`config.mk`:
```
export PLATFORM = sky130hd
export DESIGN_NAME = dispatch_top
export DESIGN_NICKNAME = d
export VERILOG_FILES = /design/src/rtl/uop_pkg.sv /design/src/rtl/rename_pkg.sv /design/src/rtl/dispatch.sv /design/src/rtl/dispatch_top.sv /design/src/rtl/rename.sv /design/src/rtl/sync_fifo.sv
export SDC_FILE = /design/constraint.sdc
export NUM_CORES = 2
export LEC_CHECK = 0
export BUFFER_PORTS_ARGS = -buffer_cell sky130_fd_sc_hd__buf_4
export CORE_UTILIZATION = 32
export DETAILED_ROUTE_END_ITERATION = 8
export GPL_ROUTABILITY_DRIVEN = 0
export PLACE_DENSITY = 0.49
export SYNTH_ARGS = -nofsm -noshare
export SYNTH_HDL_FRONTEND = slang
export SYNTH_SLANG_ARGS = --single-unit
```
`constraint.sdc`:
```
create_clock -name clk -period 15 [get_ports clk]
set_clock_uncertainty 0.2 [all_clocks]
set_input_delay 2.25 -clock clk [delete_from_list [all_inputs] [get_ports clk]]
set_output_delay 2.25 -clock clk [all_outputs]
set_load 0.03 [all_outputs]
```
`src/rtl/uop_pkg.sv`:
```
//**********************************************************
// micro-op encodings for the dispatch stage
// class codes, field types and the instruction queue entry
//**********************************************************
`default_nettype none

package uop_pkg;

	typedef logic [2:0]  uop_class_t;
	typedef logic [5:0]  func_t;
	typedef logic [4:0]  arch_reg_t;
	typedef logic [63:0] pc_t;
	typedef logic [63:0] imm_t;

	// issue class of a decoded micro-op
	localparam uop_class_t CLS_ALU   = 3'd0;
	localparam uop_class_t CLS_BRU   = 3'd1;
	localparam uop_class_t CLS_LU    = 3'd2;
	localparam uop_class_t CLS_SU    = 3'd3;
	localparam uop_class_t CLS_FENCE = 3'd4;
	localparam uop_class_t CLS_UNSUP = 3'd5;

	// function codes within a class
	localparam func_t FN_ADD = 6'd0;
	localparam func_t FN_SUB = 6'd1;
	localparam func_t FN_XOR = 6'd2;
	localparam func_t FN_SLL = 6'd3;
	localparam func_t FN_BEQ = 6'd8;
	localparam func_t FN_BNE = 6'd9;
	localparam func_t FN_LW  = 6'd16;
	localparam func_t FN_LD  = 6'd17;
	localparam func_t FN_SW  = 6'd24;
	localparam func_t FN_SD  = 6'd25;

	// entry layout, msb first: class func pc imm rd rs1 rs2
	localparam int AR_W     = $bits(arch_reg_t);
	localparam int RS2_LSB  = 0;
	localparam int RS1_LSB  = RS2_LSB + AR_W;
	localparam int RD_LSB   = RS1_LSB + AR_W;
	localparam int IMM_LSB  = RD_LSB + AR_W;
	localparam int PC_LSB   = IMM_LSB + $bits(imm_t);
	localparam int FUNC_LSB = PC_LSB + $bits(pc_t);
	localparam int CLS_LSB  = FUNC_LSB + $bits(func_t);
	localparam int UOP_W    = CLS_LSB + $bits(uop_class_t);

endpackage

`default_nettype wire

```
`src/rtl/rename_pkg.sv`:
```
//**********************************************************
// register renaming definitions
// copy count, physical tags and the reorder entry layout
//**********************************************************
`default_nettype none

package rename_pkg;

	// copies kept per architectural register
	localparam int RN_COPIES = 4;
	localparam int CP_W      = $clog2(RN_COPIES);

	// tag is the architectural index followed by the copy index
	localparam int TAG_W = uop_pkg::AR_W + CP_W;

	typedef logic [CP_W-1:0]  copy_idx_t;
	typedef logic [TAG_W-1:0] phys_tag_t;

	// reorder entry, msb first: pc has_rd new_tag prev_tag
	localparam int ROB_PREV_LSB = 0;
	localparam int ROB_NEW_LSB  = ROB_PREV_LSB + TAG_W;
	localparam int ROB_HAS_RD   = ROB_NEW_LSB + TAG_W;
	localparam int ROB_PC_LSB   = ROB_HAS_RD + 1;
	localparam int ROB_W        = ROB_PC_LSB + $bits(uop_pkg::pc_t);

endpackage

`default_nettype wire

```
`src/rtl/dispatch.sv`:
```
//**********************************************************
// dispatch control
// routes the instruction queue head to one issue queue,
// holds fences on outstanding memory work, drops unsupported
//**********************************************************
`timescale 1ns/1ns
`default_nettype none

module dispatch
	import uop_pkg::*;
(
	input  logic [UOP_W-1:0] head_uop,
	input  logic             head_empty,
	input  logic             rd_run_out,
	input  logic             rob_full,
	input  logic             alu_full,
	input  logic             bru_full,
	input  logic             lu_full,
	input  logic             su_full,
	input  logic             st_pending,
	input  logic             ld_pending,
	output logic             head_pop,
	output logic             alloc,
	output logic             rob_push,
	output logic             alu_push,
	output logic             bru_push,
	output logic             lu_push,
	output logic             su_push,
	output func_t            iq_func,
	output pc_t              iq_pc,
	output imm_t             iq_imm
);

	uop_class_t cls;
	arch_reg_t  rd;

	logic is_alu;
	logic is_bru;
	logic is_lu;
	logic is_su;
	logic is_fence;
	logic is_unsup;

	logic       tgt_full;
	logic       issue_ok;
	logic [3:0] pred;
	logic       pred_wr;
	logic       pred_rd;
	logic       fence_hold;
	logic       fence_go;
	logic       unsup_go;

	// unpack the head
	assign cls     = head_uop[CLS_LSB +: $bits(uop_class_t)];
	assign iq_func = head_uop[FUNC_LSB +: $bits(func_t)];
	assign iq_pc   = head_uop[PC_LSB +: $bits(pc_t)];
	assign iq_imm  = head_uop[IMM_LSB +: $bits(imm_t)];
	assign rd      = head_uop[RD_LSB +: AR_W];

	// class decode
	assign is_alu   = (cls == CLS_ALU);
	assign is_bru   = (cls == CLS_BRU);
	assign is_lu    = (cls == CLS_LU);
	assign is_su    = (cls == CLS_SU);
	assign is_fence = (cls == CLS_FENCE);
	// any class code without a queue is dropped like mret or ebreak
	assign is_unsup = !(is_alu | is_bru | is_lu | is_su | is_fence);

	assign tgt_full = (is_alu & alu_full)
	                | (is_bru & bru_full)
	                | (is_lu & lu_full)
	                | (is_su & su_full);

	// needs room in the target queue, the reorder queue and a free rd copy
	assign issue_ok = !head_empty && !is_fence && !is_unsup
	               && !rob_full && !rd_run_out && !tgt_full;

	// predecessor set in imm[7:4], bits are i o r w
	assign pred    = iq_imm[7:4];
	assign pred_wr = pred[2] | pred[0];
	assign pred_rd = pred[3] | pred[1];

	// earlier stores or loads still in flight
	assign fence_hold = (pred_wr & st_pending) | (pred_rd & ld_pending);
	assign fence_go   = !head_empty && is_fence && !fence_hold;
	assign unsup_go   = !head_empty && is_unsup;

	assign alu_push = issue_ok & is_alu;
	assign bru_push = issue_ok & is_bru;
	assign lu_push  = issue_ok & is_lu;
	assign su_push  = issue_ok & is_su;

	// every issued op takes a reorder entry, fences and drops do not
	assign rob_push = issue_ok;
	assign alloc    = issue_ok & (rd != '0);
	assign head_pop = issue_ok | fence_go | unsup_go;

endmodule

`default_nettype wire

```
`src/rtl/dispatch_top.sv`:
```
//**********************************************************
// dispatch stage top
// instruction queue, dispatch control, rename table and
// reorder queue with its commit port
//**********************************************************
`timescale 1ns/1ns
`default_nettype none

module dispatch_top
	import uop_pkg::*, rename_pkg::*;
#(
	parameter int IQ_DEPTH  = 4,
	parameter int ROB_DEPTH = 8
) (
	input  logic       clk,
	input  logic       rst_n,
	// decoded micro-op in
	input  logic       in_valid,
	output logic       in_ready,
	input  uop_class_t in_class,
	input  func_t      in_func,
	input  pc_t        in_pc,
	input  imm_t       in_imm,
	input  arch_reg_t  in_rd,
	input  arch_reg_t  in_rs1,
	input  arch_reg_t  in_rs2,
	// shared issue fields
	output func_t      iq_func,
	output pc_t        iq_pc,
	output imm_t       iq_imm,
	output phys_tag_t  iq_rd_tag,
	output phys_tag_t  iq_rs1_tag,
	output phys_tag_t  iq_rs2_tag,
	output logic       alu_push,
	input  logic       alu_full,
	output logic       bru_push,
	input  logic       bru_full,
	output logic       lu_push,
	input  logic       lu_full,
	output logic       su_push,
	input  logic       su_full,
	// memory status for fences
	input  logic       st_pending,
	input  logic       ld_pending,
	// commit
	input  logic       commit_valid,
	output logic       rob_empty,
	output pc_t        commit_pc,
	output phys_tag_t  commit_rd_tag
);

	logic [UOP_W-1:0] in_uop;
	logic [UOP_W-1:0] head_uop;
	logic             iq_full;
	logic             iq_empty;
	logic             head_pop;
	logic             alloc;
	logic             rd_run_out;
	logic             rob_push;
	logic             rob_full;
	logic [ROB_W-1:0] rob_in;
	logic [ROB_W-1:0] rob_head;
	phys_tag_t        prev_tag;
	logic             commit_fire;
	logic             rel_valid;

	assign in_uop   = {in_class, in_func, in_pc, in_imm, in_rd, in_rs1, in_rs2};
	assign in_ready = !iq_full;

	sync_fifo #(.DEPTH(IQ_DEPTH), .WIDTH(UOP_W)) instr_q (
		.clk(clk), .rst_n(rst_n),
		.push(in_valid & in_ready), .pop(head_pop),
		.wdata(in_uop), .rdata(head_uop),
		.full(iq_full), .empty(iq_empty)
	);

	dispatch u_dispatch (
		.head_uop(head_uop), .head_empty(iq_empty),
		.rd_run_out(rd_run_out), .rob_full(rob_full),
		.alu_full(alu_full), .bru_full(bru_full), .lu_full(lu_full), .su_full(su_full),
		.st_pending(st_pending), .ld_pending(ld_pending),
		.head_pop(head_pop), .alloc(alloc), .rob_push(rob_push),
		.alu_push(alu_push), .bru_push(bru_push), .lu_push(lu_push), .su_push(su_push),
		.iq_func(iq_func), .iq_pc(iq_pc), .iq_imm(iq_imm)
	);

	rename u_rename (
		.clk(clk), .rst_n(rst_n),
		.rs1(head_uop[RS1_LSB +: AR_W]), .rs2(head_uop[RS2_LSB +: AR_W]),
		.rd(head_uop[RD_LSB +: AR_W]), .alloc(alloc),
		.rs1_tag(iq_rs1_tag), .rs2_tag(iq_rs2_tag),
		.rd_tag(iq_rd_tag), .prev_tag(prev_tag), .run_out(rd_run_out),
		.release_valid(rel_valid), .release_tag(rob_head[ROB_PREV_LSB +: TAG_W])
	);

	// has_rd is the allocate strobe itself
	assign rob_in = {iq_pc, alloc, iq_rd_tag, prev_tag};

	sync_fifo #(.DEPTH(ROB_DEPTH), .WIDTH(ROB_W)) rob_q (
		.clk(clk), .rst_n(rst_n),
		.push(rob_push), .pop(commit_fire),
		.wdata(rob_in), .rdata(rob_head),
		.full(rob_full), .empty(rob_empty)
	);

	// retire the head and free the copy it replaced
	assign commit_fire   = commit_valid & !rob_empty;
	assign rel_valid     = commit_fire & rob_head[ROB_HAS_RD];
	assign commit_pc     = rob_head[ROB_PC_LSB +: $bits(pc_t)];
	assign commit_rd_tag = rob_head[ROB_NEW_LSB +: TAG_W];

endmodule

`default_nettype wire

```
`src/rtl/rename.sv`:
```
//**********************************************************
// rename table for the dispatch stage
// active-copy table plus busy bitmap per architectural reg
// source lookup, lowest-free destination copy, commit free
//**********************************************************
`timescale 1ns/1ns
`default_nettype none

module rename
	import uop_pkg::*, rename_pkg::*;
(
	input  logic      clk,
	input  logic      rst_n,
	input  arch_reg_t rs1,
	input  arch_reg_t rs2,
	input  arch_reg_t rd,
	input  logic      alloc,
	output phys_tag_t rs1_tag,
	output phys_tag_t rs2_tag,
	output phys_tag_t rd_tag,
	output phys_tag_t prev_tag,
	output logic      run_out,
	input  logic      release_valid,
	input  phys_tag_t release_tag
);

	localparam int NREG = 2 ** AR_W;

	// current copy of each register
	copy_idx_t            act [NREG];
	// copies still holding a live value
	logic [RN_COPIES-1:0] busy [NREG];

	copy_idx_t free_idx;
	logic      rd_is_x0;
	arch_reg_t rel_reg;
	copy_idx_t rel_copy;

	assign rd_is_x0 = (rd == '0);
	assign {rel_reg, rel_copy} = release_tag;

	// sources read the active copy, x0 stays on copy 0
	assign rs1_tag  = {rs1, act[rs1]};
	assign rs2_tag  = {rs2, act[rs2]};
	assign prev_tag = {rd, act[rd]};

	// lowest free copy of rd
	always_comb begin
		free_idx = '0;
		for (int i = RN_COPIES - 1; i >= 0; i--) begin
			if (!busy[rd][i]) begin
				free_idx = copy_idx_t'(i);
			end
		end
	end

	assign rd_tag  = rd_is_x0 ? '0 : {rd, free_idx};
	assign run_out = !rd_is_x0 && (&busy[rd]);

	always_ff @(posedge clk or negedge rst_n) begin
		if (!rst_n) begin
			for (int r = 0; r < NREG; r++) begin
				act[r]  <= '0;
				busy[r] <= RN_COPIES'(1);
			end
		end else begin
			// retired instruction gives back its previous copy
			if (release_valid) begin
				busy[rel_reg][rel_copy] <= 1'b0;
			end
			// a free copy never collides with the one being released
			if (alloc && !rd_is_x0) begin
				busy[rd][free_idx] <= 1'b1;
				act[rd]            <= free_idx;
			end
		end
	end

endmodule

`default_nettype wire

```
`src/rtl/sync_fifo.sv`:
```
//**********************************************************
// synchronous FIFO with push/full and pop/empty handshake
// full and empty are registered and come up busy in reset
//**********************************************************
`timescale 1ns/1ns
`default_nettype none

module sync_fifo #(
	parameter int DEPTH = 4,
	parameter int WIDTH = 8
) (
	input  logic             clk,
	input  logic             rst_n,
	input  logic             push,
	input  logic             pop,
	input  logic [WIDTH-1:0] wdata,
	output logic [WIDTH-1:0] rdata,
	output logic             full,
	output logic             empty
);

	localparam int AW = (DEPTH > 1) ? $clog2(DEPTH) : 1;
	localparam int CW = $clog2(DEPTH + 1);

	logic [WIDTH-1:0] mem [DEPTH];
	logic [AW-1:0]    wr_ptr;
	logic [AW-1:0]    rd_ptr;
	logic [CW-1:0]    count;
	logic [CW-1:0]    count_nxt;

	function automatic logic [AW-1:0] ptr_inc(input logic [AW-1:0] p);
		return (p == AW'(DEPTH - 1)) ? '0 : p + 1'b1;
	endfunction

	// head is read straight out of the array
	assign rdata = mem[rd_ptr];

	always_comb begin
		count_nxt = count;
		if (push && !pop) begin
			count_nxt = count + 1'b1;
		end else if (pop && !push) begin
			count_nxt = count - 1'b1;
		end
	end

	always_ff @(posedge clk) begin
		if (push) begin
			mem[wr_ptr] <= wdata;
		end
	end

	always_ff @(posedge clk or negedge rst_n) begin
		if (!rst_n) begin
			wr_ptr <= '0;
			rd_ptr <= '0;
			count  <= '0;
			// full held high so the writer stays off until the first edge
			full   <= 1'b1;
			empty  <= 1'b1;
		end else begin
			if (push) begin
				wr_ptr <= ptr_inc(wr_ptr);
			end
			if (pop) begin
				rd_ptr <= ptr_inc(rd_ptr);
			end
			count <= count_nxt;
			full  <= (count_nxt == CW'(DEPTH));
			empty <= (count_nxt == '0);
		end
	end

endmodule

`default_nettype wire

```
==> flow_metrics.py <==
metrics = {
    "place": {
        "hpwl_microns": 89200,
        "dp.cells": 5482,
        "io_buffers": 393,
        "postPlaceCellArea_sq_um": 63360,
    },
    "yosys": {
        "ys_types": 62,
        "syn_inst": 2963,
        "synth_area_per_cell_sq_um": 19.81,
        "ys_seq_elements": 1453,
        "syn-num-nets": 3138,
        "yosysWarnings": 0,
        "ys.flop_type": "edfxtp_1",
        "synth_area_sq_um": 58680,
        "synth_edf_count": 1240,
        "ys_seq_area_frac": 0.7261,
        "synthArstFlopShare": 0.1466,
    },
    "layout": {
        "fin_nets": 3447,
        "stdcell_area_sq_um": 68260,
        "num-fill-cells": 16690,
        "drive_above_1_share": 0.3701,
        "final_common_cell": "edfxtp_1",
        "stdcell_count": 5767,
        "mostFrequentLayoutCells": "1240 x edfxtp_1, 446 x buf_4, 361 x mux4_2, 257 x o21ai_0, 172 x dfrtp_1",
        "area_growth_pct": 16.32,
    },
    "grt": {
        "grt_pass1_wl_microns": 214800,
        "grt_pass1_vias": 30340,
        "grt_busiest_layer": "met2",
        "grtUsageMet2": 0.2639,
        "met3_usage": 0.03495,
        "use_met1": 0.2111,
        "grt_max_degree": 121,
        "overflow": 0,
        "antenna_found_initial": 5,
        "grt_usage": 0.1586,
    },
    "clocking": {
        "cts_tree": "done",
        "clock-root-buffer": "clkbuf_16",
        "hold_buffers": 0,
        "cts_resized": 0,
        "htree_levels": 4,
        "cts_buffers": 158,
        "numClockSinks": 1453,
        "clk_latency_ps": 780,
        "postCtsSetupRepairBufs": 0,
        "clock_path_buffers": 3,
        "clkSlewWorstSetupHoldPaths_ps": 60,
    },
    "timing": {
        "slew_headroom": 0.1421,
        "tightest_slew_ps": 1277,
        "clock.fmax_ghz": 0.1137,
        "tns_ps": 0,
        "setup_viol": 0,
        "hold_viol_final": 0,
        "period_needed_ps": 8793,
        "whs_ps": 224.4,
        "finalCritPeriodShare": 0.5862,
        "slew_viol_final": 0,
        "rsz0062_at_grt": "false",
    },
    "setup_path": {
        "crit_type": "reg2out",
        "crit_path_start_kind": "flop",
        "rr_endpoint": "rob_q.mem[2][57]$_DFFE_PP_",
        "rrSetupSlack_ps": 7660,
        "critPathMaxFanout": 77,
        "endpoint_kind": "output pin",
        "reg2reg_depth": 11,
        "r2r-start": "instr_q.rd_ptr[0]$_DFFE_PN0P_",
        "crit_required_ps": 12550,
        "arrival_ps": 6340,
    },
    "floorplanning": {
        "ios": 394,
        "die_area_sq_um": 185100,
        "dieHeight_microns": 430.2,
        "core_area_sq_um": 181500,
        "die_x_microns": 430.2,
        "initial_utilization": 0.3233,
        "row_count": 156,
    },
    "pwr": {
        "finalPower_w": 0.01580,
        "vdd_drop_max_v": 0.0001985,
        "p_leak_nw": 23.19,
        "p_per_area_nw_per_um2": 231.5,
    },
    "min_path": {
        "holdPathStages": 0,
        "min_from": "u_rename.act[63]$_DFFE_PN0P_",
        "hold_end": "u_rename.act[63]$_DFFE_PN0P_",
        "hold_path_class": "reg2reg",
    },
    "routing": {
        "drc": 0,
        "avgViaCountPerCell": 4.986,
        "ant_nets": 0,
        "vias": 28750,
        "drt_iter0_drc": 2047,
        "avgRoutedWirePerCell_microns": 25.53,
        "drt-total-wl_microns": 147200,
        "firstDrtPassIters": 6,
    },
    "run_status": {
        "status": "finished, final reports clean",
    },
    "flow_run": {
        "drv_cap": 0,
    },
}
==> critical path, stage by stage (launching register included) <==
cell	delay, ps
dfrtp_4	670
buf_12	590
mux4_4	560
buf_4	800
mux2i_1	290
o22ai_1	170
nor4_4	450
nand2b_1	160
a21boi_2	160
buf_4	380
nor2b_1	950
buf_4	310
==> synth_stat cells, drive strengths merged, types with 3 or more instances <==
| cell type | instances | area share |
|---|---|---|
| and2 | 8 | 0.00085 |
| nor2b | 9 | 0.00096 |
| nor3b | 7 | 0.00098 |
| or3 | 5 | 0.00053 |
| buf | 211 | 0.025 |
| mux2i | 117 | 0.020 |
| nand2 | 117 | 0.0076 |
| nor3 | 10 | 0.00085 |
| mux2 | 145 | 0.029 |
| nand4 | 3 | 0.00058 |
| mux4 | 364 | 0.14 |
| a22oi | 8 | 0.0010 |
| a31oi | 3 | 0.00032 |
| clkbuf | 90 | 0.0058 |
| o21ai | 258 | 0.022 |
| dfrtp | 177 | 0.075 |
| o22ai | 17 | 0.0020 |
| o211ai | 5 | 0.00064 |
| a21boi | 4 | 0.00051 |
| nand3 | 4 | 0.00034 |
| a21oi | 7 | 0.00060 |
| xnor2 | 5 | 0.00087 |
| ha | 13 | 0.0028 |
| inv | 15 | 0.00096 |
| nor4 | 13 | 0.0027 |
| or2 | 7 | 0.00075 |
| nor2 | 45 | 0.0039 |
| edfxtp | 1240 | 0.63 |
| dfstp | 36 | 0.016 |
| nand2b | 6 | 0.00068 |
==> sequential cells by signal, summed over array words and instances (netlist names), 2 cells and up <==
register        cells
instr_q.rd_ptr      2
rob_q.rd_ptr        3
rob_q.wr_ptr        3
instr_q.wr_ptr      2
rob_q.mem         632
u_rename.act       64
instr_q.mem       608
rob_q.count         4
instr_q.count       3
u_rename.busy     128
==> per-stage QoR <==
| stage | util | worst slack, ps |
|---|---|---|
| after detailed placement | 0.3490 | 6744 |
| final | 0.3760 | 6207 |
| after CTS | 0.3760 | 5870 |
| after global routing | 0.3760 | 5763 |
| after global placement | 0.3490 | 6829 |
| after floorplan | - | 2284 |
==> cells by family after synthesis <==
family | after synthesis | share of synthesized area
adders and majority gates | 13 | 0.002772
buffers and inverters | 317 | 0.03183
AOI/OAI and AO/OA | 307 | 0.02802
DFF | 1453 | 0.7261
xor gates and xnor gates | 7 | 0.001173
muxes | 626 | 0.1886
and+or+nand+nor | 240 | 0.02151
==> worst max path at each step <==
stage / to / from / slack, ps
floorplan: rob_q.mem[3][0]$_DFFE_PP_ / su_full / 2280
global placement: iq_rd_tag[0] / instr_q.rd_ptr[0]$_DFFE_PN0P_ / 6830
detailed placement: iq_rd_tag[0] / instr_q.rd_ptr[0]$_DFFE_PN0P_ / 6740
CTS: iq_rd_tag[0] / instr_q.rd_ptr[0]$_DFFE_PN0P_ / 5870
global route: iq_rd_tag[0] / instr_q.rd_ptr[0]$_DFFE_PN0P_ / 5760
finish: iq_rd_tag[0] / instr_q.rd_ptr[0]$_DFFE_PN0P_ / 6210
==> power by group <==
group	switching [W]	internal [W]	total, W	leakage, nW
Clock	0.00158	0.00212	0.00370	2.40
Sequential	0.000353	0.00553	0.00589	14.1
Combinational	0.00399	0.00223	0.00622	6.71
Total	0.00593	0.00988	0.0158	23.2
==> metal layers <==
metal	share of wire	vias up
met5	0.00042	-
met4	0.017	10
met3	0.052	187
met2	0.49	745
met1	0.43	15370
li1	-	12440
==> layout make-up <==
class / instances / area, sq um / area share
Sequential cell: 1453 / 42630 / 0.6245
Multi-Input combinational cell: 1193 / 14280 / 0.2092
Antenna cell: 1 / 2.502 / 0.00003666
Inverter: 16 / 61.31 / 0.0008981
Tap cell: 2370 / 2965 / 0.04344
Clock buffer: 210 / 4324 / 0.06335
Clock inverter: 74 / 578.1 / 0.008468
Timing Repair Buffer: 450 / 3422 / 0.05013
Note: power is estimated with default switching activity, not from simulation.
